<file path="src/common/scaler_pkg.sv">
// Assumes an 8-bit greyscale image in a 64 KB memory whose upper half holds the output
package scaler_pkg;

    // ======================================================================
    // Widths
    // ======================================================================
    localparam int pixel_width = 8;
    localparam int addr_width  = 16;
    localparam int coord_width = 16;
    localparam int frac_width  = 8;
    localparam int seg_width   = 7;

    // Bytes in the pixel memory
    localparam int mem_depth = 1 << addr_width;

    // ======================================================================
    // Types
    // ======================================================================
    // One greyscale sample
    typedef logic [pixel_width-1:0] pixel_t;

    // Byte address into pixel memory
    typedef logic [addr_width-1:0] addr_t;

    // Pixel coordinate, input or output image
    typedef logic [coord_width-1:0] coord_t;

    // Interpolation weight in 1/256 units
    typedef logic [frac_width-1:0] frac_t;

    // Scale factor, also in 1/256 units
    typedef logic [frac_width-1:0] scale_t;

    // Active-low segments, bit 6 is g and bit 0 is a
    typedef logic [seg_width-1:0] seg_t;

    // Output image starts halfway up the memory
    localparam addr_t output_base = addr_t'(mem_depth / 2);

endpackage

</file>
<file path="src/hdl/seg_display.sv">
// The data input must come from a memory with one cycle of read latency
`timescale 1ns/1ns

module seg_display (
    input  logic               clk,
    input  logic               reset_n,
    input  scaler_pkg::addr_t  view_addr,
    input  scaler_pkg::pixel_t view_data,
    output scaler_pkg::seg_t   hex0,
    output scaler_pkg::seg_t   hex1,
    output scaler_pkg::seg_t   hex2,
    output scaler_pkg::seg_t   hex3,
    output scaler_pkg::seg_t   hex4,
    output scaler_pkg::seg_t   hex5
);

    // Address delayed to line up with the memory data
    scaler_pkg::addr_t  addr_d;
    // Display register
    scaler_pkg::addr_t  addr_q;
    scaler_pkg::pixel_t data_q;

    // Hex digit to segments, letters b and d in lower case
    function automatic scaler_pkg::seg_t hex_to_seg(input logic [3:0] nib);
        case (nib)
            4'h0:    return 7'b1000000;
            4'h1:    return 7'b1111001;
            4'h2:    return 7'b0100100;
            4'h3:    return 7'b0110000;
            4'h4:    return 7'b0011001;
            4'h5:    return 7'b0010010;
            4'h6:    return 7'b0000010;
            4'h7:    return 7'b1111000;
            4'h8:    return 7'b0000000;
            4'h9:    return 7'b0010000;
            4'ha:    return 7'b0001000;
            4'hb:    return 7'b0000011;
            4'hc:    return 7'b1000110;
            4'hd:    return 7'b0100001;
            4'he:    return 7'b0000110;
            default: return 7'b0001110;
        endcase
    endfunction

    always_ff @(posedge clk or negedge reset_n) begin
        if (!reset_n) begin
            addr_d <= '0;
            addr_q <= '0;
            data_q <= '0;
        end else begin
            addr_d <= view_addr;
            addr_q <= addr_d;
            data_q <= view_data;
        end
    end

    // Data on digits 1..0
    assign hex0 = hex_to_seg(data_q[3:0]);
    assign hex1 = hex_to_seg(data_q[7:4]);
    // Address on digits 5..2
    assign hex2 = hex_to_seg(addr_q[3:0]);
    assign hex3 = hex_to_seg(addr_q[7:4]);
    assign hex4 = hex_to_seg(addr_q[11:8]);
    assign hex5 = hex_to_seg(addr_q[15:12]);

endmodule

</file>
<file path="config.mk">
export PLATFORM = sky130hd
export DESIGN_NAME = seg_display
export DESIGN_NICKNAME = d
export VERILOG_FILES = /design/src/common/scaler_pkg.sv /design/src/hdl/seg_display.sv
export SDC_FILE = /design/constraint.sdc
export NUM_CORES = 1
export LEC_CHECK = 0
export BUFFER_PORTS_ARGS = -buffer_cell sky130_fd_sc_hd__buf_2
export CAP_MARGIN = 25
export CORE_MARGIN = 8
export CORE_UTILIZATION = 48
export CTS_CLUSTER_SIZE = 30
export DETAILED_ROUTE_END_ITERATION = 16
export HOLD_SLACK_MARGIN = 0.05
export PLACE_DENSITY = 0.83
export SLEW_MARGIN = 15
export SYNTH_ARGS = -nofsm -noshare
export SYNTH_HDL_FRONTEND = slang
export SYNTH_SLANG_ARGS = --single-unit
export TNS_END_PERCENT = 100
</file>
<file path="constraint.sdc">
create_clock -name clk -period 1.27 [get_ports clk]
set_input_delay 0.127 -clock clk [delete_from_list [all_inputs] [get_ports clk]]
set_output_delay 0.127 -clock clk [all_outputs]
set_load 0.05 [all_outputs]
</file>
==> metrics.yaml, run 1 <==
status: "did not finish"
stop_stage: "global routing"
error: "[ERROR DPL-0038] Utilization greater than 100%, impossible to legalize"
ys_types: 26
htree_levels: 2
start_util_pct: 48.8
cts_buffer_depth: 2
synth_edf_count: 0
synthesis.nets: 297
syn_area_um2: 2620
syn_inst: 229
num_io_pins: 68
endpoint_type: "output port"
fp-row-count: 27
clock_sinks: 40
cts-buffers-inserted: 5
synthTopCellsByArea: "dfrtp_1 38%, ha_1 20%, mux2i_1 7.3%, a22o_1 3.3%, mux4_1 3.0%"
ys_ff_latch: 40
io_buffers: 67
timing.grt.repair.worst_endpoint: "hex3[3]"
synthArstFlopShare_pct: 100
ys_seq_area_share_pct: 38.2
ys_warn_count: 0
avgSynthCellArea_um2: 11.4
synth_most_common_cell: "ha_1"
hpwlAfterDp_mm: 5.21
grt_max_degree: 22
synth_commonest_cells: "42 x ha_1, 40 x dfrtp_1, 19 x mux2i_1, 19 x nor2_1, 18 x inv_1"
synth-main-ff-cell: "dfrtp_1"
cts-root-buf: "clkbuf_8"
synth_top_area_share_pct: 38.2
die_w_um: 89.9
fp.dieH_um: 89.9
yosys.area.top_type: "dfrtp_1"
gp_congestion: 0.793
-- what timing repair did --
item,CTS
hold buffers,25
setup endpoints to repair,42
hold endpoints to repair,44
gates resized for setup,179
pin swaps,19
buffers inserted,18
-- stage by stage --
step | area, µm² | util [%] | setup slack (ns) | instances | TNS (ns)
4_1_cts | 5150 | 95.8 | -0.596 | 473 | -20.12
3_5_place_dp | 4000 | 74.5 | -0.364 | 422 | -10.73
3_3_place_gp | 4000 | 74.5 | -0.324 | 422 | -9.59
2_1_floorplan | 3150 | - | -0.255 | 229 | -3.71
-- kinds of logic after synthesis --
family                     synth area share, %
AOI/OAI and AO/OA                         11.5
adders and majority gates                 20.1
buffers and inverters                     6.02
DFF                                       38.2
muxes                                     15.0
and+or+nand+nor                           9.22
==> run 2: changes to the inputs <==
- CORE_UTILIZATION: 48 -> 40
- CTS_CLUSTER_SIZE: 30 -> default
- HOLD_SLACK_MARGIN: 0.05 -> default
- PLACE_DENSITY: 0.83 -> default
- PLACE_DENSITY_LB_ADDON: default -> 0.15
- clock period: 1.27 -> 1.7 ns (I/O delays scaled with it)
==> metrics.yaml, run 2 <==
status: "finished, violations left"
violations: "negative setup slack"
drv_cap: 0
setup_tns_ns: -3.08
cts-root-buf: "clkbuf_8"
core_um2: 6350
worstSetupStartpointType: "register"
fp.dieH_um: 96.9
grt_pass1_vias: 2392
wl_per_cell_um: 15.4
final_hold_viol_count: 0
rsz0062_at_grt: "yes"
drt-total-wl_mm: 6.94
syn_inst: 229
grt_use_total_pct: 13.8
ir_drop_mv: 0.434
cp_data_arrival_time_ns: 1.74
reg2reg_to: "addr_q[9]$_DFF_PN0_"
synth-main-ff-cell: "dfrtp_1"
gr-usage-met2_pct: 26.1
r2r_slack_ns: 1.22
period_share_pct: 112
cts_tree: "done"
cp_max_fo: 5
swShare_pct: 35.3
worst_setup_path_end_kind: "primary output"
grt-ovfl-total: 0
die_w_um: 96.9
seqPwrFrac_pct: 36.3
slew_headroom_pct: 76.9
worst_r2r_path_depth: 0
p_comb_share_pct: 41.7
reg.largest.list: "addr_d x16, addr_q x16, data_q x8"
grt_max_degree: 18
synth_commonest_cells: "42 x ha_1, 40 x dfrtp_1, 19 x mux2i_1, 19 x nor2_1, 18 x inv_1"
cpMaxStageDelayCell: "mux4_2"
crit_path_max_incr_delay_ns: 0.50
synth_edf_count: 0
cellLeakagePower_nw: 2.10
ys_warn_count: 0
dr.pass1.iters: 4
grt_pass1_wl_mm: 11.1
vias: 2218
syn_area_um2: 2620
clock_sinks: 40
clock.fmax_mhz: 523
finalSetupViolations: 25
post-route-drc-count: 0
crit_type: "register to primary output"
rr_startpoint: "addr_d[9]$_DFF_PN0_"
area_growth_syn_to_layout_pct: 75.9
ys_ff_latch: 40
fp.dieArea_um2: 9390
synth_top_area_share_pct: 38.2
final.setup.worst_slack_ns: -0.212
fin_skew_ns: 0.00209
avgSynthCellArea_um2: 11.4
clk_latency_ns: 0.28
pwr-share-clk_pct: 22.0
fp-row-count: 29
synth_most_common_cell: "ha_1"
worst_pin_slew_ns: 0.347
postRouteAntennaNets: 0
synthArstFlopShare_pct: 100
grtUsageMet1_pct: 14.4
antenna_found_initial: 0
antennaDiodeCount: 0
yosys.area.top_type: "dfrtp_1"
hold_class: "input port to async pin"
hpwlAfterDp_mm: 4.38
gp_congestion: 0.777
synthTopCellsByArea: "dfrtp_1 38%, ha_1 20%, mux2i_1 7.3%, a22o_1 3.3%, mux4_1 3.0%"
final_common_cell: "buf_6"
ys_types: 26
cts-buffers-inserted: 5
synthesis.nets: 297
intPower_mw: 1.88
power_switching_mw: 1.02
final_cell_mix: "47 x buf_6, 42 x buf_4, 31 x dfrtp_1"
finish.net_count: 439
clk_pin_slew_ns: 0.07
io_buffers: 67
cp.required_ns: 1.53
htree_levels: 2
cts_buffer_depth: 2
grt_util_met3_pct: 5.05
top_usage_layer: "met2"
drtIter0Drc: 46
drt-vias-per-instance: 4.94
drive_gt1_share_pct: 65.1
finalMaxSlewViolations: 0
crit_chain: "inv_4 > ha_4 > inv_2 > mux4_2 > buf_8"
num_io_pins: 68
finalPower_mw: 2.90
fin_crit_ns: 1.91
start_util_pct: 41.2
fillers: 421
power_density_nw_per_um2: 630
ys_seq_area_share_pct: 38.2
==> run 2: cell counts after synthesis <==
No cell type changed its count.
==> run 2: metal layers <==
metal,wire length [µm],part of all wire [%]
met5,0,0
met4,7,0.10
met3,340,4.9
met2,3970,57
met1,2620,38
==> run 2: layout make-up <==
cell class	count	area [µm²]	share of cell area (%)
Timing Repair Buffer	147	1340	29.1
Tap cell	77	96.3	2.09
Multi-Input combinational cell	159	1980	43.0
Inverter	18	87.6	1.90
Clock buffer	8	90.1	1.96
Sequential cell	40	1010	22.0
==> run 2: cells by family after synthesis <==
logic type               Yosys count  share of synthesized area, %
AO/OA/AOI/OAI                     42                          11.5
adder cells (fa/ha/maj)           42                          20.1
buffers and inverters             30                          6.02
flip-flops                        40                          38.2
multiplexers                      30                          15.0
AND/OR/NAND/NOR                   45                          9.22
==> run 2: repair_timing <==
action,4_1_cts,5_1_grt
hold buffers,25,0
gates resized for setup,160,77
pin swaps,16,29
buffers inserted,15,14
setup endpoints to repair,37,41
endpoints found under the hold margin,36,0
cloned,0,0
==> run 2: stage by stage <==
step	cell area [µm²]	instances	utilization [%]	hold slack, ns	setup slack, ns
3_3_place_gp	3230	389	50.9	0.0788	0.0303
4_1_cts	4250	437	66.9	0.305	-0.208
2_1_floorplan	2680	229	-	-0.126	-0.00343
3_5_place_dp	3230	389	50.9	0.0817	-0.00848
5_1_grt	4610	449	72.6	0.351	-0.271
6_report	4610	449	72.6	0.332	-0.212
==> run 2: worst max-delay path: cells and delay by family, from the launching register on <==
family     cells  cell delay, ns
fa+ha+maj      1            0.26
buf+inv        3            0.29
flops          1            0.40
mux            1            0.50
==> run 2: power groups by stage <==
| stage | clock (mW) | sequential, mW | combinational (mW) |
|---|---|---|---|
| finish | 0.638 | 1.05 | 1.21 |
| global route | 0.715 | 1.06 | 1.28 |
| CTS | 0.666 | 1.05 | 1.10 |
| detailed placement | 0 | 1.06 | 0.834 |
| global placement | 0 | 1.06 | 0.830 |
| floorplan | 0 | 1.05 | 0.622 |
==> run 2: worst max-delay path by stage <==
stage / startpoint / depth (start not counted) / end
detailed placement: addr_q[4]$_DFF_PN0_ / 5 / hex3[3]
global route: addr_q[12]$_DFF_PN0_ / 5 / hex5[3]
finish: data_q[1]$_DFF_PN0_ / 5 / hex0[3]
floorplan: addr_q[4]$_DFF_PN0_ / 3 / hex3[5]
global placement: addr_q[9]$_DFF_PN0_ / 6 / hex4[0]
CTS: addr_q[8]$_DFF_PN0_ / 5 / hex4[3]
(Power assumes the default switching activity.)
==> run 3: changes to the inputs <==
- REMOVE_ABC_BUFFERS: default -> 1
==> metrics.yaml, run 3 (synthesis gave the netlist of run 2 again) <==
fin_skew_ns: 0.00336
cp_max_fo: 5
cts-root-buf: "clkbuf_8"
worst_pin_slew_ns: 0.405
p_comb_share_pct: 39.2
crit_type: "register to primary output"
cpMaxStageDelayCell: "mux4_2"
swShare_pct: 34.0
htree_levels: 2
finalMaxSlewViolations: 0
finish.net_count: 448
slew_headroom_pct: 73.0
num_io_pins: 68
cts_buffer_depth: 2
fin_crit_ns: 1.93
die_w_um: 96.9
hold_class: "input port to async pin"
drt-vias-per-instance: 4.92
pwr-share-clk_pct: 26.2
crit_path_max_incr_delay_ns: 0.49
reg.largest.list: "addr_d x16, addr_q x16, data_q x8"
cp_data_arrival_time_ns: 1.76
grt_use_total_pct: 13.7
power_density_nw_per_um2: 652
finalSetupViolations: 31
cts_tree: "done"
antennaDiodeCount: 0
worst_r2r_path_depth: 0
grt_pass1_vias: 2303
finalPower_mw: 3.08
seqPwrFrac_pct: 34.6
clock.fmax_mhz: 519
cp.required_ns: 1.53
clock_sinks: 40
final.setup.worst_slack_ns: -0.227
dr.pass1.iters: 4
period_share_pct: 113
wl_per_cell_um: 15.7
fp.dieH_um: 96.9
worstSetupStartpointType: "register"
cp_num_cells: 4
area_growth_syn_to_layout_pct: 80.6
worst_setup_path_end_kind: "primary output"
rsz0062_at_grt: "yes"
clk_latency_ns: 0.29
finalHoldWorstSlack_ns: 0.321
cts-buffers-inserted: 5
ir_drop_mv: 0.695
drive_gt1_share_pct: 64.6
intPower_mw: 2.03
final_hold_viol_count: 0
core_um2: 6350
postRouteAntennaNets: 0
rr_startpoint: "addr_d[13]$_DFF_PN0_"
gp_congestion: 0.750
final_common_cell: "buf_6"
worstPathBufferInverterCount: 2
fin_cells: 458
io_buffers: 67
fp.dieArea_um2: 9390
r2r_slack_ns: 1.21
power_switching_mw: 1.05
violations: "negative setup slack"
crit_chain: "buf_6 > ha_1 > mux4_2 > buf_8"
post-route-drc-count: 0
grt_pass1_wl_mm: 10.9
drtIter0Drc: 36
clk_pin_slew_ns: 0.08
placed_cells: 386
start_util_pct: 41.2
antenna_found_initial: 0
reg2reg_to: "addr_q[13]$_DFF_PN0_"
drv_cap: 0
final_cell_mix: "52 x buf_6, 47 x buf_4, 32 x ha_4"
grt_max_degree: 19
status: "finished, violations left"
cellLeakagePower_nw: 2.16
hpwlAfterDp_mm: 4.15
drt-total-wl_mm: 7.21
grt-ovfl-total: 0
fp-row-count: 29
cp_top_family: "multiplexers"
vias: 2252
-- run 3: cell types whose count changed in the layout (fill, tap and decap cells not counted), moves of 2 or more --
cell      previous run  this run
buf_6               47        52
ha_4                28        32
o21ai_2             13        10
ha_1                 9         7
ha_2                 5         3
a21oi_1              0         3
o21ai_1              1         4
a21oi_2              3         0
buf_4               42        47
clkbuf_1             2         0
o31ai_1              0         4
o31ai_2              5         0
-- run 3: cell type report --
type | count | area, µm²
multi-input cells | 159 | 1990
clock buffers | 6 | 82.6
well taps | 77 | 96.3
inverters | 18 | 90.1
fillers | 407 | 1620
repair buffers | 156 | 1420
flip-flops and latches | 40 | 1010
clock inverters | 2 | 38.8
-- run 3: power groups by stage --
stage                     registers [mW]  clock network, mW  logic (mW)
final                               1.07              0.808        1.21
after global routing                1.07              0.886        1.28
after CTS                           1.06              0.835        1.08
after detailed placement            1.07                  0       0.793
after global placement              1.07                  0       0.792
after floorplan                     1.08                  0       0.546
-- run 3: metal layers --
| metal | up-vias | GRT usage [%] | part of all wire, % |
|---|---|---|---|
| met3 | 7 | 4.77 | 5.4 |
| met5 | - | 0 | 0 |
| met2 | 52 | 26.9 | 58 |
| met1 | 1090 | 13.0 | 36 |
| li1 | 1103 | - | - |
| met4 | 0 | 3.43 | 0.93 |
-- run 3: how the worst max path moves through the flow --
stage | to | from
floorplan | hex3[5] | addr_q[4]$_DFF_PN0_
detailed placement | hex0[0] | data_q[1]$_DFF_PN0_
global route | hex1[3] | data_q[5]$_DFF_PN0_
finish | hex1[3] | data_q[5]$_DFF_PN0_
CTS | hex1[3] | data_q[4]$_DFF_PN0_
global placement | hex0[0] | data_q[1]$_DFF_PN0_
-- run 3: stage by stage --
stage / util [%] / area (µm²) / worst slack, ns / setup TNS, ns
finish: 74.5 / 4730 / -0.227 / -3.98
global route: 74.5 / 4730 / -0.294 / -6.37
CTS: 67.7 / 4300 / -0.207 / -3.63
detailed placement: 49.6 / 3150 / 0.0108 / 0
global placement: 49.6 / 3150 / 0.0418 / 0
floorplan: - / 2530 / -0.408 / -3.05
-- run 3: timing repair --
action                                  CTS  global route
endpoints found under the setup margin   39            41
hold buffers                             25             0
hold endpoints to repair                 40             0
gates cloned                              0             0
pin swaps                                20            34
resized for setup                       177            78
setup buffers                            22            18
==> run 4: changes to the inputs <==
- ABC_AREA: default -> 1
==> metrics.yaml, run 4 <==
finalSetupViolations: 1
cts-buffers-inserted: 5
violations: "negative setup slack"
wl_per_cell_um: 12.1
yosys.area.top_type: "dfrtp_1"
clock.fmax_mhz: 571
synth_commonest_cells: "118 x nand2_1, 54 x nand3_1, 42 x ha_1, 40 x dfrtp_1, 38 x inv_1"
crit_path_frequent_cell: "nand2_1"
finish.net_count: 511
finalMaxSlewViolations: 0
ys_types: 14
final_hold_viol_count: 0
grt-ovfl-total: 0
hold_class: "input port to async pin"
fillers: 509
power_switching_mw: 0.975
gp_congestion: 0.875
power_density_nw_per_um2: 696
intPower_mw: 1.79
drv_cap: 0
core_um2: 6350
area_growth_syn_to_layout_pct: 52.2
vias: 2449
cp_max_fo: 5
htree_levels: 2
cts_buffer_depth: 2
drt-total-wl_mm: 6.32
clk_latency_ns: 0.29
worstSetupStartpointType: "register"
dr.pass1.iters: 4
ys_ff_latch: 40
status: "finished, violations left"
final_common_cell: "nand2_1"
syn_inst: 337
place_area_um2: 3000
synth-main-ff-cell: "dfrtp_1"
synth_top_area_share_pct: 38.3
io_buffers: 67
final.setup.worst_slack_ns: -0.0526
grtUsageMet1_pct: 12.8
gr-usage-met2_pct: 23.7
period_share_pct: 103
grt_max_degree: 22
grt_pass1_vias: 2395
cpMaxStageDelayCell: "dfrtp_1"
cellLeakagePower_nw: 2.06
synth_edf_count: 0
syn_area_um2: 2610
antenna_found_initial: 0
fp-row-count: 29
swShare_pct: 35.2
final_cell_mix: "106 x nand2_1, 49 x nand3_1, 27 x dfrtp_1, 27 x buf_6"
fin_crit_ns: 1.75
pwr-share-clk_pct: 26.9
die_w_um: 96.8
synthTopCellsByArea: "dfrtp_1 38%, ha_1 20%, nand2_1 17%, nand3_1 10%, inv_1 5.5%"
postRouteAntennaNets: 0
fp.dieArea_um2: 9370
rsz0062_at_grt: "yes"
drt-vias-per-instance: 4.70
num_io_pins: 68
start_util_pct: 41.1
cp.required_ns: 1.53
ir_drop_mv: 0.550
crit_type: "register to primary output"
finalPower_mw: 2.77
antennaDiodeCount: 0
top_usage_layer: "met2"
slew_headroom_pct: 70.6
grt_util_met3_pct: 4.84
stdcell_area_um2: 3980
reg.largest.list: "addr_d x16, addr_q x16, data_q x8"
fp.dieH_um: 96.8
setup_tns_ns: -0.0526
hpwlAfterDp_mm: 4.36
grt_use_total_pct: 12.5
crit_chain: "inv_2 > buf_12 > ha_4 > inv_2 > nand2_1 > nand2_1 > nand2_1 > nand2_1 > buf_6"
cp_data_arrival_time_ns: 1.58
fin_skew_ns: 0.00502
p_comb_share_pct: 34.3
ys_seq_area_share_pct: 38.3
avgSynthCellArea_um2: 7.75
crit_path_max_incr_delay_ns: 0.42
worst_setup_path_end_kind: "primary output"
synthArstFlopShare_pct: 100
post-route-drc-count: 0
seqPwrFrac_pct: 38.8
clock_sinks: 40
grt_pass1_wl_mm: 10.3
worst_pin_slew_ns: 0.440
ys_warn_count: 0
synth_most_common_cell: "nand2_1"
clk_pin_slew_ns: 0.07
cts-root-buf: "clkbuf_8"
cts_tree: "done"
drive_gt1_share_pct: 37.6
drtIter0Drc: 116
-- run 4: path summary, 6_finish.rpt --
check	from	end	slack, ns	cells past startpoint
max	addr_q[9]$_DFF_PN0_	hex4[3]	-0.05	9
min	reset_n	data_q[0]$_DFF_PN0_	0.35	2
max reg2reg	addr_d[2]$_DFF_PN0_	addr_q[2]$_DFF_PN0_	1.21	0
min reg2reg	addr_d[3]$_DFF_PN0_	addr_q[3]$_DFF_PN0_	0.35	0
max in group asynchronous	reset_n	addr_q[1]$_DFF_PN0_	0.80	3
min in group clk	addr_d[3]$_DFF_PN0_	addr_q[3]$_DFF_PN0_	0.35	0
-- run 4: cell type report --
type,count,area [µm²],area share (%)
multi-input combinational,246,1640,41.2
sequential,40,1020,25.6
timing repair buffer,109,937,23.6
inverter,41,179,4.50
tap,77,96.3,2.42
clock buffer,6,72.6,1.83
clock inverter,2,35.0,0.881
-- run 4: power by group through the flow --
stage	combinational (mW)	sequential, mW	clock (mW)
2_1_floorplan	0.533	1.06	0
3_3_place_gp	0.715	1.08	0
3_5_place_dp	0.717	1.08	0
4_1_cts	0.823	1.06	0.772
5_1_grt	1.03	1.08	0.808
6_report	0.950	1.07	0.743
-- run 4: cell families after synthesis --
kind of cell	after synthesis	synth area share, %
AOI/OAI and AO/OA	17	3.26
adders and majority gates	42	20.1
buffers and inverters	51	8.48
DFF	40	38.3
and+or+nand+nor	187	29.8
-- run 4: timing repair --
action,4_1_cts,5_1_grt
setup endpoints to repair,34,41
setup buffers,6,8
hold endpoints to repair,43,0
hold buffers,25,0
gates resized for setup,44,136
pin swaps,0,17
-- run 4: layer usage --
metal,vias up,wire length [µm]
met5,-,0
met4,0,46
met3,8,378
met2,54,3360
met1,1125,2530
li1,1262,-
-- run 4: per-stage QoR --
stage / setup slack [ns] / utilization, % / hold WS (ns) / std cells
floorplan: -0.310 / - / -0.126 / 327
global placement: 0.179 / 47.2 / 0.142 / 474
detailed placement: 0.159 / 47.2 / 0.141 / 474
CTS: 0.00286 / 55.1 / 0.352 / 513
global route: -0.132 / 62.6 / 0.350 / 521
finish: -0.0526 / 62.6 / 0.349 / 521
-- run 4: worst max-delay path, delay by kind of cell, from the launching register on --
| kind | cells | cell delay [ns] |
|---|---|---|
| flops | 1 | 0.42 |
| buf+inv | 4 | 0.40 |
| fa+ha+maj | 1 | 0.26 |
| simple gates | 4 | 0.21 |
