--- src/common/scaler_pkg.sv ---
// Assumes an 8-bit greyscale image in a 64 KB memory whose upper half holds the output
package scaler_pkg;

    // ======================================================================
    // Widths
    // ======================================================================
    localparam int pixel_width = 8;
    localparam int addr_width  = 16;
    localparam int coord_width = 16;
    localparam int frac_width  = 8;
    localparam int seg_width   = 7;

    // Bytes in the pixel memory
    localparam int mem_depth = 1 << addr_width;

    // ======================================================================
    // Types
    // ======================================================================
    // One greyscale sample
    typedef logic [pixel_width-1:0] pixel_t;

    // Byte address into pixel memory
    typedef logic [addr_width-1:0] addr_t;

    // Pixel coordinate, input or output image
    typedef logic [coord_width-1:0] coord_t;

    // Interpolation weight in 1/256 units
    typedef logic [frac_width-1:0] frac_t;

    // Scale factor, also in 1/256 units
    typedef logic [frac_width-1:0] scale_t;

    // Active-low segments, bit 6 is g and bit 0 is a
    typedef logic [seg_width-1:0] seg_t;

    // Output image starts halfway up the memory
    localparam addr_t output_base = addr_t'(mem_depth / 2);

endpackage

--- src/hdl/key_input.sv ---
// Keys are active low and not debounced, so a bouncing key can give several steps
`timescale 1ns/1ns

module key_input (
    input  logic              clk,
    input  logic              reset_n,
    input  logic [2:0]        key_n,
    output logic              clear,
    output scaler_pkg::addr_t manual_addr
);

    // Two sample stages, released keys read as ones
    logic [2:0] key_s;
    logic [2:0] key_q;
    // Registered falling-edge pulses
    logic [2:0] key_fall;

    // ======================================================================
    // Edge detection
    // ======================================================================
    always_ff @(posedge clk or negedge reset_n) begin
        if (!reset_n) begin
            key_s    <= 3'b111;
            key_q    <= 3'b111;
            key_fall <= 3'b000;
        end else begin
            key_s    <= key_n;
            key_q    <= key_s;
            // High to low between the two samples
            key_fall <= key_q & ~key_s;
        end
    end

    // ======================================================================
    // Manual view address
    // ======================================================================
    always_ff @(posedge clk or negedge reset_n) begin
        if (!reset_n) begin
            manual_addr <= '0;
        end else if (key_fall[0]) begin
            // Step up, wraps at the top
            manual_addr <= manual_addr + 1'b1;
        end else if (key_fall[1] && manual_addr != '0) begin
            // Step down, floor at zero
            manual_addr <= manual_addr - 1'b1;
        end
    end

    // Key 2 aborts the engine
    assign clear = key_fall[2];

endmodule

--- config.mk ---
export PLATFORM = sky130hd
export DESIGN_NAME = key_input
export DESIGN_NICKNAME = d
export VERILOG_FILES = /design/src/common/scaler_pkg.sv /design/src/hdl/key_input.sv
export SDC_FILE = /design/constraint.sdc
export NUM_CORES = 1
export LEC_CHECK = 0
export BUFFER_PORTS_ARGS = -buffer_cell sky130_fd_sc_hd__buf_2
export CORE_MARGIN = 2
export CORE_UTILIZATION = 40
export DETAILED_ROUTE_END_ITERATION = 10
export HOLD_SLACK_MARGIN = 0.08
export PLACE_DENSITY = 0.68
export SYNTH_ARGS = -nofsm -noshare
export SYNTH_HDL_FRONTEND = slang
export SYNTH_SLANG_ARGS = --single-unit
--- constraint.sdc ---
create_clock -name clk -period 3.5 [get_ports clk]
set_input_delay 0.7 -clock clk [delete_from_list [all_inputs] [get_ports clk]]
set_output_delay 0.7 -clock clk [all_outputs]
set_load 0.005 [all_outputs]
Word-level counts from Yosys, hierarchy flattened
Index checks and enable logic that the tools add are counted.
- register bits after elaboration: 25
- bits of input ports: 5
- output and inout bits: 17
- logic and storage cells: 13
- $add $sub $neg: 2
- muxes and demuxes: 2
- bitwise logic cells: 2
- reductions and logical operators: 3
- operator list (operator ; number):
    $mux 16 ; 2
    $add 16x1->16 const B ; 1
    $reduce_bool 16->1 ; 1
    $sub 16x1->16 const B ; 1
    $and 3x3->3 ; 1
    $not 3->3 ; 1
    $reduce_bool 2->1 ; 1
    $logic_and 1x1->1 ; 1

Depth between registers and ports, before layout
Gate-level depths: netlist of run 1.
- depth after elaboration: 4
- gate-level depth with buffers: 9
- depth with buffers taken out: 9

Worst setup path before layout of run 1
Ideal clock, no wire load.
- path type: reg2reg
- from: register key_fall[0]
- to: register manual_addr[14]
- setup time: 0.095 ns
- arrival: 2.317 ns
- required time: 3.405 ns
- setup slack: 1.088 ns
- stages on the path, launching flop included: 10
- path buffers: 0
- period minus slack after synthesis: 2.412 ns
- cells stage by stage: dfrtp_1 > inv_1 > ha_1 > nor2b_4 > o31a_1 > o21ai_2 > a211oi_2 > o31a_1 > o21a_1 > o31ai_1
- cells in the longest elaborated chain, start to end: 1
- elaborated cells on any way between the ends: 2
- those cells by class: mux: 1; reduce/logical: 1
- RTL lines (what ; line ; source):
    from (decl) ; key_input.sv:16 ; logic [2:0] key_fall;
    from (signal assigned) ; key_input.sv:30 ; key_fall <= key_q & ~key_s;
    $mux 16 or $reduce_bool 2->1 (tied branches) ; - ;
    to (signal assigned) ; key_input.sv:42 ; manual_addr <= manual_addr + 1'b1;
    to (signal assigned) ; key_input.sv:45 ; manual_addr <= manual_addr - 1'b1;
    to (decl) ; key_input.sv:9 ; output scaler_pkg::addr_t manual_addr
Parallel ways exist; a longest one is shown, timed or not.
A chain may end at the register's enable or synchronous reset.

Worst setup path after layout of run 1
Ends and elaborated chain as after synthesis.

==> flow_metrics.env, run 1 <==
export IMPL_critPathCaptureType="flip-flop"
export IMPL_grt_max_degree=26
export IMPL_synth_fa_ha_area_frac=0.128
export IMPL_fmax_mhz=368
export IMPL_htree_num_levels=1
export IMPL_pwr_share_comb=0.581
export IMPL_die_area_um2=4310
export IMPL_syn2layout_area_growth_pct=14.5
export IMPL_port_buffers=21
export IMPL_routedWlPerCell_um=13.8
export IMPL_slew_violations=0
export IMPL_std_cell_rows=22
export IMPL_avgSynthCellArea_um2=9.74
export IMPL_drive_gt1_frac=0.210
export IMPL_mappedNetlistArea_um2=1520
export IMPL_max_stage_delay_ps=420
export IMPL_clock_skew_ps=1.27
export IMPL_multi_input_area_um2=856
export IMPL_peakVddDrop_mv=0.481
export IMPL_seqPwrFrac=0.311
export IMPL_post_cts_buffers=0
export IMPL_place_hpwl_mm=2.35
export IMPL_ys_warnings_count=0
export IMPL_finalHoldViolations=0
export IMPL_top_level_ports=22
export IMPL_yosys_top_cells_count="dfrtp_1 (19), nand2_1 (18), a21oi_1 (14), ha_1 (14), nor2_1 (11)"
export IMPL_cts_made_buffers=3
export IMPL_synthFlopType="dfrtp_1"
export IMPL_synthTopCellsByArea="dfrtp_1 (31%), ha_1 (12%), dfstp_2 (10%)"
export IMPL_worstHoldPathCells=0
export IMPL_die_h_um=65.7
export IMPL_yosys_area_share_simple=0.153
export IMPL_r2r_end="manual_addr[14]"
export IMPL_first_iter_violations=45
export IMPL_pre_cts_slack_ps=816
export IMPL_drc=0
export IMPL_reg2reg_depth=9
export IMPL_grt_setup_unrepaired="no"
export IMPL_seqCellArea_um2=633
export IMPL_vias=1218
export IMPL_p_leak_nw=0.791
export IMPL_cts_tree="built"
export IMPL_synthMuxAreaShare=0.00658
export IMPL_r2r_start="key_fall[0]"
export IMPL_cts_buffer_depth=2
export IMPL_critPathSlowestCell="dfrtp_1"
export IMPL_seq_area_frac_synth=0.416
export IMPL_min_to="key_q[0]"
export IMPL_antenna_found_initial=0
export IMPL_power_switching_share=0.439
export IMPL_post_route_util=0.475
export IMPL_tightest_slew_ps=542
export IMPL_min_period_ps=2720
export IMPL_synth_top_area_frac=0.313
export IMPL_crit_arrival_ps=2900
export IMPL_cts_clk_slew_worst_paths_ps=90
export IMPL_grt_pass1_wl_mm=5.53
export IMPL_track_usage=0.166
export IMPL_clockPowerShare=0.108
export IMPL_finalSetupViolCount=0
export IMPL_worstSetupPathType="reg2reg"
export IMPL_cts_root_buf="clkbuf_8"
export IMPL_synth_top_family_by_area="compound AO/OA/AOI/OAI gates"
export IMPL_synth_edf_count=0
export IMPL_p_switching_uw=713
export IMPL_antenna_left=0
export IMPL_grt_overflow_total=0
export IMPL_crit_chain="inv_1 > ha_1 > nor2b_4 > o31a_1 > o21ai_2 > a211oi_2 > o31a_1 > o21a_1 > o31ai_1"
export IMPL_synth_seq_cells=25
export IMPL_dieWidth_um=65.7
export IMPL_synthCells=156
export IMPL_cp_common_cell="o31a_1"
export IMPL_finalCritPeriodShare=0.776
export IMPL_gp_congestion=0.893
export IMPL_antenna_cells=0
export IMPL_synth_nets=176
export IMPL_cts_resized=0
export IMPL_holdBufCountCts=0
export IMPL_slew_limit_headroom=0.638
export IMPL_grt_pass1_vias=1213
export IMPL_cp_start_kind="flip-flop"
export IMPL_dr_pass1_iters=5
export IMPL_synth_cell_types=39
export IMPL_synth_compound_area_share=0.217
export IMPL_insertion_delay_ps=270
export IMPL_drt_wl_total_mm=3.16
export IMPL_fill_cells=346
export IMPL_hp_class="reg2reg"
export IMPL_synth_xor_area_frac=0.0576
export IMPL_fin_ws_ps=784
export IMPL_p_int_uw=912
export IMPL_tns_ps=0
export IMPL_crit_fanout=16
export IMPL_r2r_slack_ps=780
export IMPL_start_util=0.415
export IMPL_synthMostInstantiatedCell="dfrtp_1"
export IMPL_core_area_um2=3660
export IMPL_postSynth_asyncResetShare=1.00
export IMPL_cts_sinks=25
export IMPL_crit_required_ps=3680
export IMPL_power_density_nw_per_um2=934
export IMPL_yosysTopAreaCell="dfrtp_1"
export IMPL_min_from="key_s[0]"
export IMPL_fin_nets=202
export IMPL_outcome="finished clean"
export IMPL_maxCapViolCount=0
export IMPL_avgViaCountPerCell=5.32
per-stage QoR:
step                hold WS (ps)  total power, mW  std cells  cell area [um2]
finish                       371             1.62        229             1740
global placement             357             1.42        225             1690
CTS                          374             1.64        229             1740
detailed placement           360             1.45        225             1690
global route                 382             1.78        229             1740
floorplan                    354             1.19        156             1520
layer usage:
metal / global-route usage / vias up / wire, um
li1: - / 614 / -
met1: 0.210 / 570 / 1530
met2: 0.275 / 30 / 1480
met3: 0.0462 / 4 / 128
met4: 0.0443 / 0 / 29
met5: 0 / - / 0
kinds of logic (layout without fill, tap and decap cells):
kind of cell | count (synthesis) | count (layout)
muxes | 1 | 1
and+or+nand+nor | 48 | 48
buffers and inverters | 8 | 33
xor gates and xnor gates | 10 | 10
AOI/OAI and AO/OA | 49 | 49
adders and majority gates | 15 | 15
DFF | 25 | 25
how the worst max path moves through the flow:
| stage | start | endpoint | slack (ps) | depth (start not counted) |
|---|---|---|---|---|
| 3_3_place_gp | key_fall[0] | manual_addr[14] | 920 | 9 |
| 5_1_grt | key_fall[0] | manual_addr[14] | 610 | 9 |
| 6_report | key_fall[0] | manual_addr[14] | 780 | 9 |
| 3_5_place_dp | key_fall[0] | manual_addr[14] | 820 | 9 |
| 2_1_floorplan | key_fall[0] | manual_addr[14] | 1090 | 9 |
| 4_1_cts | key_fall[0] | manual_addr[14] | 780 | 9 |
layout by cell type (no fill, tap or decap), types with 4 or more instances in the layout:
| cell | instances |
|---|---|
| nor3_1 | 4 |
| nor2_1 | 11 |
| xor2_1 | 7 |
| ha_1 | 14 |
| o21ai_1 | 10 |
| inv_1 | 5 |
| a21o_1 | 5 |
| dfstp_2 | 6 |
| nand2_1 | 18 |
| nor4_1 | 4 |
| buf_2 | 21 |
| a21oi_1 | 14 |
| nor2b_1 | 5 |
| dfrtp_1 | 19 |
worst max-delay path: cells and delay by family, from the launching register on:
family / cells / cell delay [ps]
adders and majority gates: 1 / 380
DFF: 1 / 420
AOI/OAI and AO/OA: 6 / 1260
and+or+nand+nor: 1 / 150
buffers and inverters: 1 / 420
power groups by stage:
| stage | Combinational (mW) | Clock (mW) | Sequential (mW) |
|---|---|---|---|
| 6_report | 0.944 | 0.175 | 0.506 |
| 5_1_grt | 1.06 | 0.195 | 0.527 |
| 4_1_cts | 0.947 | 0.186 | 0.507 |
| 3_5_place_dp | 0.934 | 0 | 0.513 |
| 3_3_place_gp | 0.909 | 0 | 0.506 |
| 2_1_floorplan | 0.697 | 0 | 0.496 |
state kept, by name, indices dropped and copies added (netlist names):
| register | count |
|---|---|
| manual_addr | 16 |
| key_s | 3 |
| key_fall | 3 |
| key_q | 3 |
cell type report:
class	instances	area share
timing repair buffer	23	0.0690
multi-input combinational	123	0.492
tap	48	0.0345
sequential	25	0.364
clock buffer	3	0.0237
inverter	6	0.0129
clock inverter	1	0.00431
Note: power is estimated with default switching activity, not from simulation.
==> run 2: changes to the inputs <==
--- a/config.mk
+++ b/config.mk
@@ -10,7 +10,7 @@
 export CORE_UTILIZATION = 40
 export DETAILED_ROUTE_END_ITERATION = 10
 export HOLD_SLACK_MARGIN = 0.08
-export PLACE_DENSITY = 0.68
+export PLACE_DENSITY = 0.7
 export SYNTH_ARGS = -nofsm -noshare
 export SYNTH_HDL_FRONTEND = slang
 export SYNTH_SLANG_ARGS = --single-unit
==> constraint.sdc (replaced) <==
create_clock -name clk -period 2.3 [get_ports clk]
set_input_delay 0.46 -clock clk [delete_from_list [all_inputs] [get_ports clk]]
set_output_delay 0.46 -clock clk [all_outputs]
set_load 0.005 [all_outputs]
==> run 2 against run 1 <==
  * The run now ends with negative setup slack left
  * Design area is 16% higher
  * Clock power is 49% higher
  * Critical path depth is 1 higher
  * Setup slack worse by 830 ps
  * Routed wire length is 12% higher
  * Die area stayed put
  * Non-clock buffer count is 20 higher
  * Clock-buffer cell count stayed put
  * Worst hold slack worse by 200 ps
  * Power is 77% higher
  * Sequential power is 54% higher
  * Critical path type unchanged
==> flow_metrics.env, run 2 (synthesized netlist as in run 1, its figures left out) <==
export IMPL_cts_buffer_depth=2
export IMPL_worstSetupPathType="reg2reg"
export IMPL_finalHoldViolations=0
export IMPL_grt_pass1_vias=1336
export IMPL_fin_ws_ps=-44.0
export IMPL_violations="negative setup slack"
export IMPL_power_switching_share=0.428
export IMPL_finalCritPeriodShare=1.02
export IMPL_crit_arrival_ps=2540
export IMPL_antenna_cells=0
export IMPL_core_area_um2=3660
export IMPL_grt_setup_unrepaired="yes"
export IMPL_final_common_cell="buf_2"
export IMPL_outcome="finished, violations left"
export IMPL_finalSetupViolCount=2
export IMPL_r2r_slack_ps=-40
export IMPL_grt_pass1_wl_mm=5.98
export IMPL_grt_max_degree=26
export IMPL_hp_class="in2async"
export IMPL_cp_startpoint="key_fall[0]"
export IMPL_reg2reg_depth=10
export IMPL_p_switching_mw=1.23
export IMPL_syn2layout_area_growth_pct=32.8
export IMPL_routedWlPerCell_um=14.3
export IMPL_cp_endpoint="manual_addr[15]"
export IMPL_top_level_ports=22
export IMPL_fin_hold_ws_ps=168
export IMPL_cts_sinks=25
export IMPL_grt_overflow_total=0
export IMPL_slew_violations=0
export IMPL_slew_limit_headroom=0.624
export IMPL_drc=0
export IMPL_dr_pass1_iters=4
export IMPL_port_buffers=21
export IMPL_gp_congestion=0.878
export IMPL_tightest_slew_ps=564
export IMPL_crit_required_ps=2500
export IMPL_dpl_cell_area_um2=1830
export IMPL_cts_root_buf="clkbuf_8"
export IMPL_die_area_um2=4310
export IMPL_cts_made_buffers=3
export IMPL_fmax_mhz=427
export IMPL_avgViaCountPerCell=5.36
export IMPL_dieWidth_um=65.7
export IMPL_track_usage=0.179
export IMPL_drive_gt1_frac=0.373
export IMPL_r2r_start="key_fall[0]"
export IMPL_maxCapViolCount=0
export IMPL_seqCellArea_um2=633
export IMPL_die_h_um=65.7
export IMPL_r2r_end="manual_addr[15]"
export IMPL_clockPowerShare=0.091
export IMPL_cts_clk_slew_worst_paths_ps=90
export IMPL_cts_tree="built"
export IMPL_fill_cells=317
export IMPL_layout_common_cells="buf_2 (21), dfrtp_1 (19), nand2_1 (18), buf_4 (18), nor2_1 (11)"
export IMPL_antenna_found_initial=0
export IMPL_peakVddDrop_mv=0.744
export IMPL_cp_start_kind="flip-flop"
export IMPL_htree_num_levels=1
export IMPL_p_int_mw=1.64
export IMPL_vias=1334
export IMPL_multi_input_area_um2=967
export IMPL_design_area_um2=2020
export IMPL_regMostFlops="manual_addr"
export IMPL_start_util=0.415
export IMPL_critPathCaptureType="flip-flop"
export IMPL_clock_skew_ps=9.88
export IMPL_std_cell_rows=22
export IMPL_drt_wl_total_mm=3.55
export IMPL_power_density_nw_per_um2=1420
export IMPL_holdBufCountCts=0
export IMPL_pwr_share_comb=0.638
export IMPL_place_hpwl_mm=2.56
export IMPL_insertion_delay_ps=270
export IMPL_p_leak_nw=0.901
export IMPL_fin_nets=222
export IMPL_min_period_ps=2340
export IMPL_post_route_util=0.551
export IMPL_largest_reg_flops=16
export IMPL_antenna_left=0
export IMPL_crit_fanout=7
export IMPL_first_iter_violations=59
export IMPL_seqPwrFrac=0.271
[run 2: cell count changes in the layout (fill, tap and decap cells not counted), sizes merged]
| cell | previous run | this run |
|---|---|---|
| inv | 6 | 5 |
| buf | 23 | 43 |
| clkinv | 0 | 1 |
[run 2: power groups by stage]
stage | logic (mW) | clock network (mW) | registers [mW]
final | 1.83 | 0.261 | 0.778
after detailed placement | 1.63 | 0 | 0.768
after global placement | 1.59 | 0 | 0.758
after floorplan | 1.07 | 0 | 0.759
after global routing | 2.05 | 0.284 | 0.805
after CTS | 1.71 | 0.272 | 0.775
[run 2: final cells by class]
cell class | instances | share of cell area
Clock buffer | 3 | 0.0205
Clock inverter | 1 | 0.00248
Inverter | 6 | 0.0130
Multi-Input combinational cell | 123 | 0.479
Sequential cell | 25 | 0.314
Tap cell | 48 | 0.0298
Timing Repair Buffer | 43 | 0.141
[run 2: how the worst min path moves through the flow]
stage	from	to	slack [ps]	depth (start not counted)
final	reset_n	manual_addr[6]	170	1
after global routing	reset_n	manual_addr[7]	210	1
after CTS	reset_n	manual_addr[6]	180	1
after detailed placement	key_s[1]	key_q[1]	360	0
after global placement	key_s[0]	key_q[0]	360	0
after floorplan	reset_n	key_fall[0]	160	0
[run 2: what timing repair did]
item,in CTS,in global routing
resized for setup,7,13
pin swaps,0,9
endpoints found under the setup margin,3,7
setup buffers,4,0
[run 2: metrics by stage]
step           power (mW)  setup slack, ps  setup TNS (ps)  std cells
6_report             2.87            -44.0           -82.1        249
5_1_grt              3.14             -207            -992        249
4_1_cts              2.76            -54.7           -94.6        249
3_5_place_dp         2.40            -30.5           -39.5        241
3_3_place_gp         2.34             37.9               0        241
2_1_floorplan        1.83            -63.9           -79.7        156
[run 2: routing by layer]
layer	vias to the layer above	share of wire	GRT usage
li1	655	-	-
met1	642	0.46	0.235
met3	8	0.033	0.0394
met2	29	0.48	0.299
met5	-	0	0
met4	0	0.024	0.0443
[run 2: critical path, cell delays in order (launching register included)]
cell and delay, ps:
dfrtp_1 390, clkinvlp_4 220, ha_1 350, buf_4 150, a21oi_1 150, o21ai_2 110, o21ai_2 200, nand2_1 150
o21ai_2 180, mux2i_1 230, xor2_1 160
==> run 3: changes to the inputs <==
--- a/config.mk
+++ b/config.mk
@@ -8,8 +8,11 @@
 export BUFFER_PORTS_ARGS = -buffer_cell sky130_fd_sc_hd__buf_2
 export CORE_MARGIN = 2
 export CORE_UTILIZATION = 40
+export CTS_CLUSTER_SIZE = 40
 export DETAILED_ROUTE_END_ITERATION = 10
+export GPL_TIMING_DRIVEN = 0
 export HOLD_SLACK_MARGIN = 0.08
+export MAX_ROUTING_LAYER = met4
 export PLACE_DENSITY = 0.7
 export SYNTH_ARGS = -nofsm -noshare
 export SYNTH_HDL_FRONTEND = slang
==> run 3 against run 2 <==
  * The flow still finishes with violations (negative setup slack)
  * Combinational power up 5%
  * Core utilization grew 1.8 points
  * Non-clock buffer count did not move
  * Sequential power up 2%
  * Clock power rose by 8.4%
==> flow_metrics.env, run 3 (synthesized netlist as in run 1, its figures left out) <==
export IMPL_multi_input_area_um2=1030
export IMPL_cts_sinks=25
export IMPL_reg2reg_depth=11
export IMPL_crit_arrival_ps=2570
export IMPL_final_common_cell="buf_2"
export IMPL_peakVddDrop_mv=0.702
export IMPL_grt_overflow_total=0
export IMPL_grt_pass1_vias=1252
export IMPL_grt_setup_unrepaired="yes"
export IMPL_p_total_mw=3.00
export IMPL_grt_pass1_wl_mm=5.77
export IMPL_r2r_end="manual_addr[15]"
export IMPL_fin_ws_ps=-68.5
export IMPL_htree_num_levels=1
export IMPL_design_area_um2=2080
export IMPL_track_usage=0.181
export IMPL_dpl_cell_area_um2=1700
export IMPL_fmax_mhz=422
export IMPL_cts_tree="built"
export IMPL_p_leak_nw=0.904
export IMPL_violations="negative setup slack"
export IMPL_seqPwrFrac=0.264
export IMPL_power_switching_share=0.419
export IMPL_std_cell_rows=22
export IMPL_dieWidth_um=65.7
export IMPL_tns_ps=-151
export IMPL_regMostFlops="manual_addr"
export IMPL_first_iter_violations=40
export IMPL_holdBufCountCts=0
export IMPL_cts_made_buffers=3
export IMPL_antenna_found_initial=0
export IMPL_cp_start_kind="flip-flop"
export IMPL_power_density_nw_per_um2=1440
export IMPL_outcome="finished, violations left"
export IMPL_vias=1342
export IMPL_drc=0
export IMPL_syn2layout_area_growth_pct=37.0
export IMPL_cts_buffer_depth=2
export IMPL_seqCellArea_um2=634
export IMPL_p_switching_mw=1.26
export IMPL_grt_max_degree=26
export IMPL_critPathCaptureType="flip-flop"
export IMPL_fin_nets=222
export IMPL_die_area_um2=4310
export IMPL_layout_common_cells="buf_2 (22), buf_4 (19), nand2_1 (18), dfrtp_1 (18), a21oi_1 (11)"
export IMPL_clock_skew_ps=4.87
export IMPL_drive_gt1_frac=0.408
export IMPL_tightest_slew_ps=555
export IMPL_routedWlPerCell_um=14.6
export IMPL_gp_congestion=0.835
export IMPL_fin_hold_ws_ps=154
export IMPL_dr_pass1_iters=4
export IMPL_p_int_mw=1.74
export IMPL_cts_clk_slew_worst_paths_ps=100
export IMPL_antenna_cells=0
export IMPL_min_period_ps=2370
export IMPL_place_hpwl_mm=2.26
export IMPL_avgViaCountPerCell=5.39
export IMPL_largest_reg_flops=16
export IMPL_hp_class="in2async"
export IMPL_stdcell_count=249
export IMPL_cts_root_buf="clkbuf_8"
export IMPL_drt_wl_total_mm=3.64
export IMPL_r2r_slack_ps=-70
export IMPL_crit_required_ps=2500
export IMPL_finalHoldViolations=0
export IMPL_finalCritPeriodShare=1.03
export IMPL_start_util=0.415
export IMPL_clockPowerShare=0.094
export IMPL_fill_cells=319
export IMPL_finalSetupViolCount=4
export IMPL_r2r_start="key_fall[0]"
export IMPL_port_buffers=21
export IMPL_pwr_share_comb=0.642
export IMPL_crit_fanout=12
export IMPL_worstSetupPathType="reg2reg"
export IMPL_die_h_um=65.7
export IMPL_core_area_um2=3660
export IMPL_insertion_delay_ps=280
export IMPL_maxCapViolCount=0
export IMPL_dp_cells=225
export IMPL_slew_limit_headroom=0.630
export IMPL_top_level_ports=22
export IMPL_slew_violations=0
export IMPL_antenna_left=0
run 3: final cells by class:
class	instances	share of cell area
Tap cell	48	0.0288
Sequential cell	25	0.305
Timing Repair Buffer	41	0.129
Inverter	6	0.0126
Multi-Input combinational cell	123	0.497
Clock buffer	3	0.0198
Clock inverter	1	0.00420
Buffer	2	0.00480
run 3: what timing repair did:
action	4_1_cts	5_1_grt
pin swaps	13	12
endpoints found under the setup margin	9	12
gates resized for setup	11	14
buffers inserted	7	13
run 3: power groups by stage:
stage	clock network, mW	logic, mW	registers, mW
floorplan	0	1.07	0.759
global placement	0	1.40	0.773
detailed placement	0	1.42	0.779
CTS	0.294	1.61	0.800
global route	0.312	2.13	0.821
finish	0.283	1.93	0.793
run 3: layer usage:
layer  wire (um)  GRT usage  up-vias
met5           0          -        -
met4          53     0.0469        0
met3         114     0.0360        7
met2        1790      0.294       23
met1        1680      0.232      651
li1            -          -      661
run 3: worst max-delay path: stages, from the launching register on:
cell and delay, ps:
dfrtp_1 400, clkinvlp_4 110, buf_12 160, buf_4 140, ha_4 220, a211oi_4 230, o21ai_2 80, o21ai_1 180
nand2_1 150, o21ai_2 170, mux2i_1 270, xor2_1 180
run 3: worst max-delay path by stage:
stage	from	end	slack (ps)	depth (start not counted)
floorplan	key_fall[0]	manual_addr[14]	-60	9
global placement	key_fall[0]	manual_addr[14]	-320	9
detailed placement	key_fall[0]	manual_addr[14]	-330	9
CTS	key_fall[0]	manual_addr[12]	-6	10
global route	key_fall[0]	manual_addr[10]	-180	11
finish	key_fall[0]	manual_addr[15]	-70	11
run 3: metrics by stage:
stage	util	worst slack [ps]
final	0.569	-68.5
after global routing	0.569	-179
after CTS	0.522	-6.49
after detailed placement	0.465	-330
after global placement	0.465	-316
after floorplan	-	-63.9
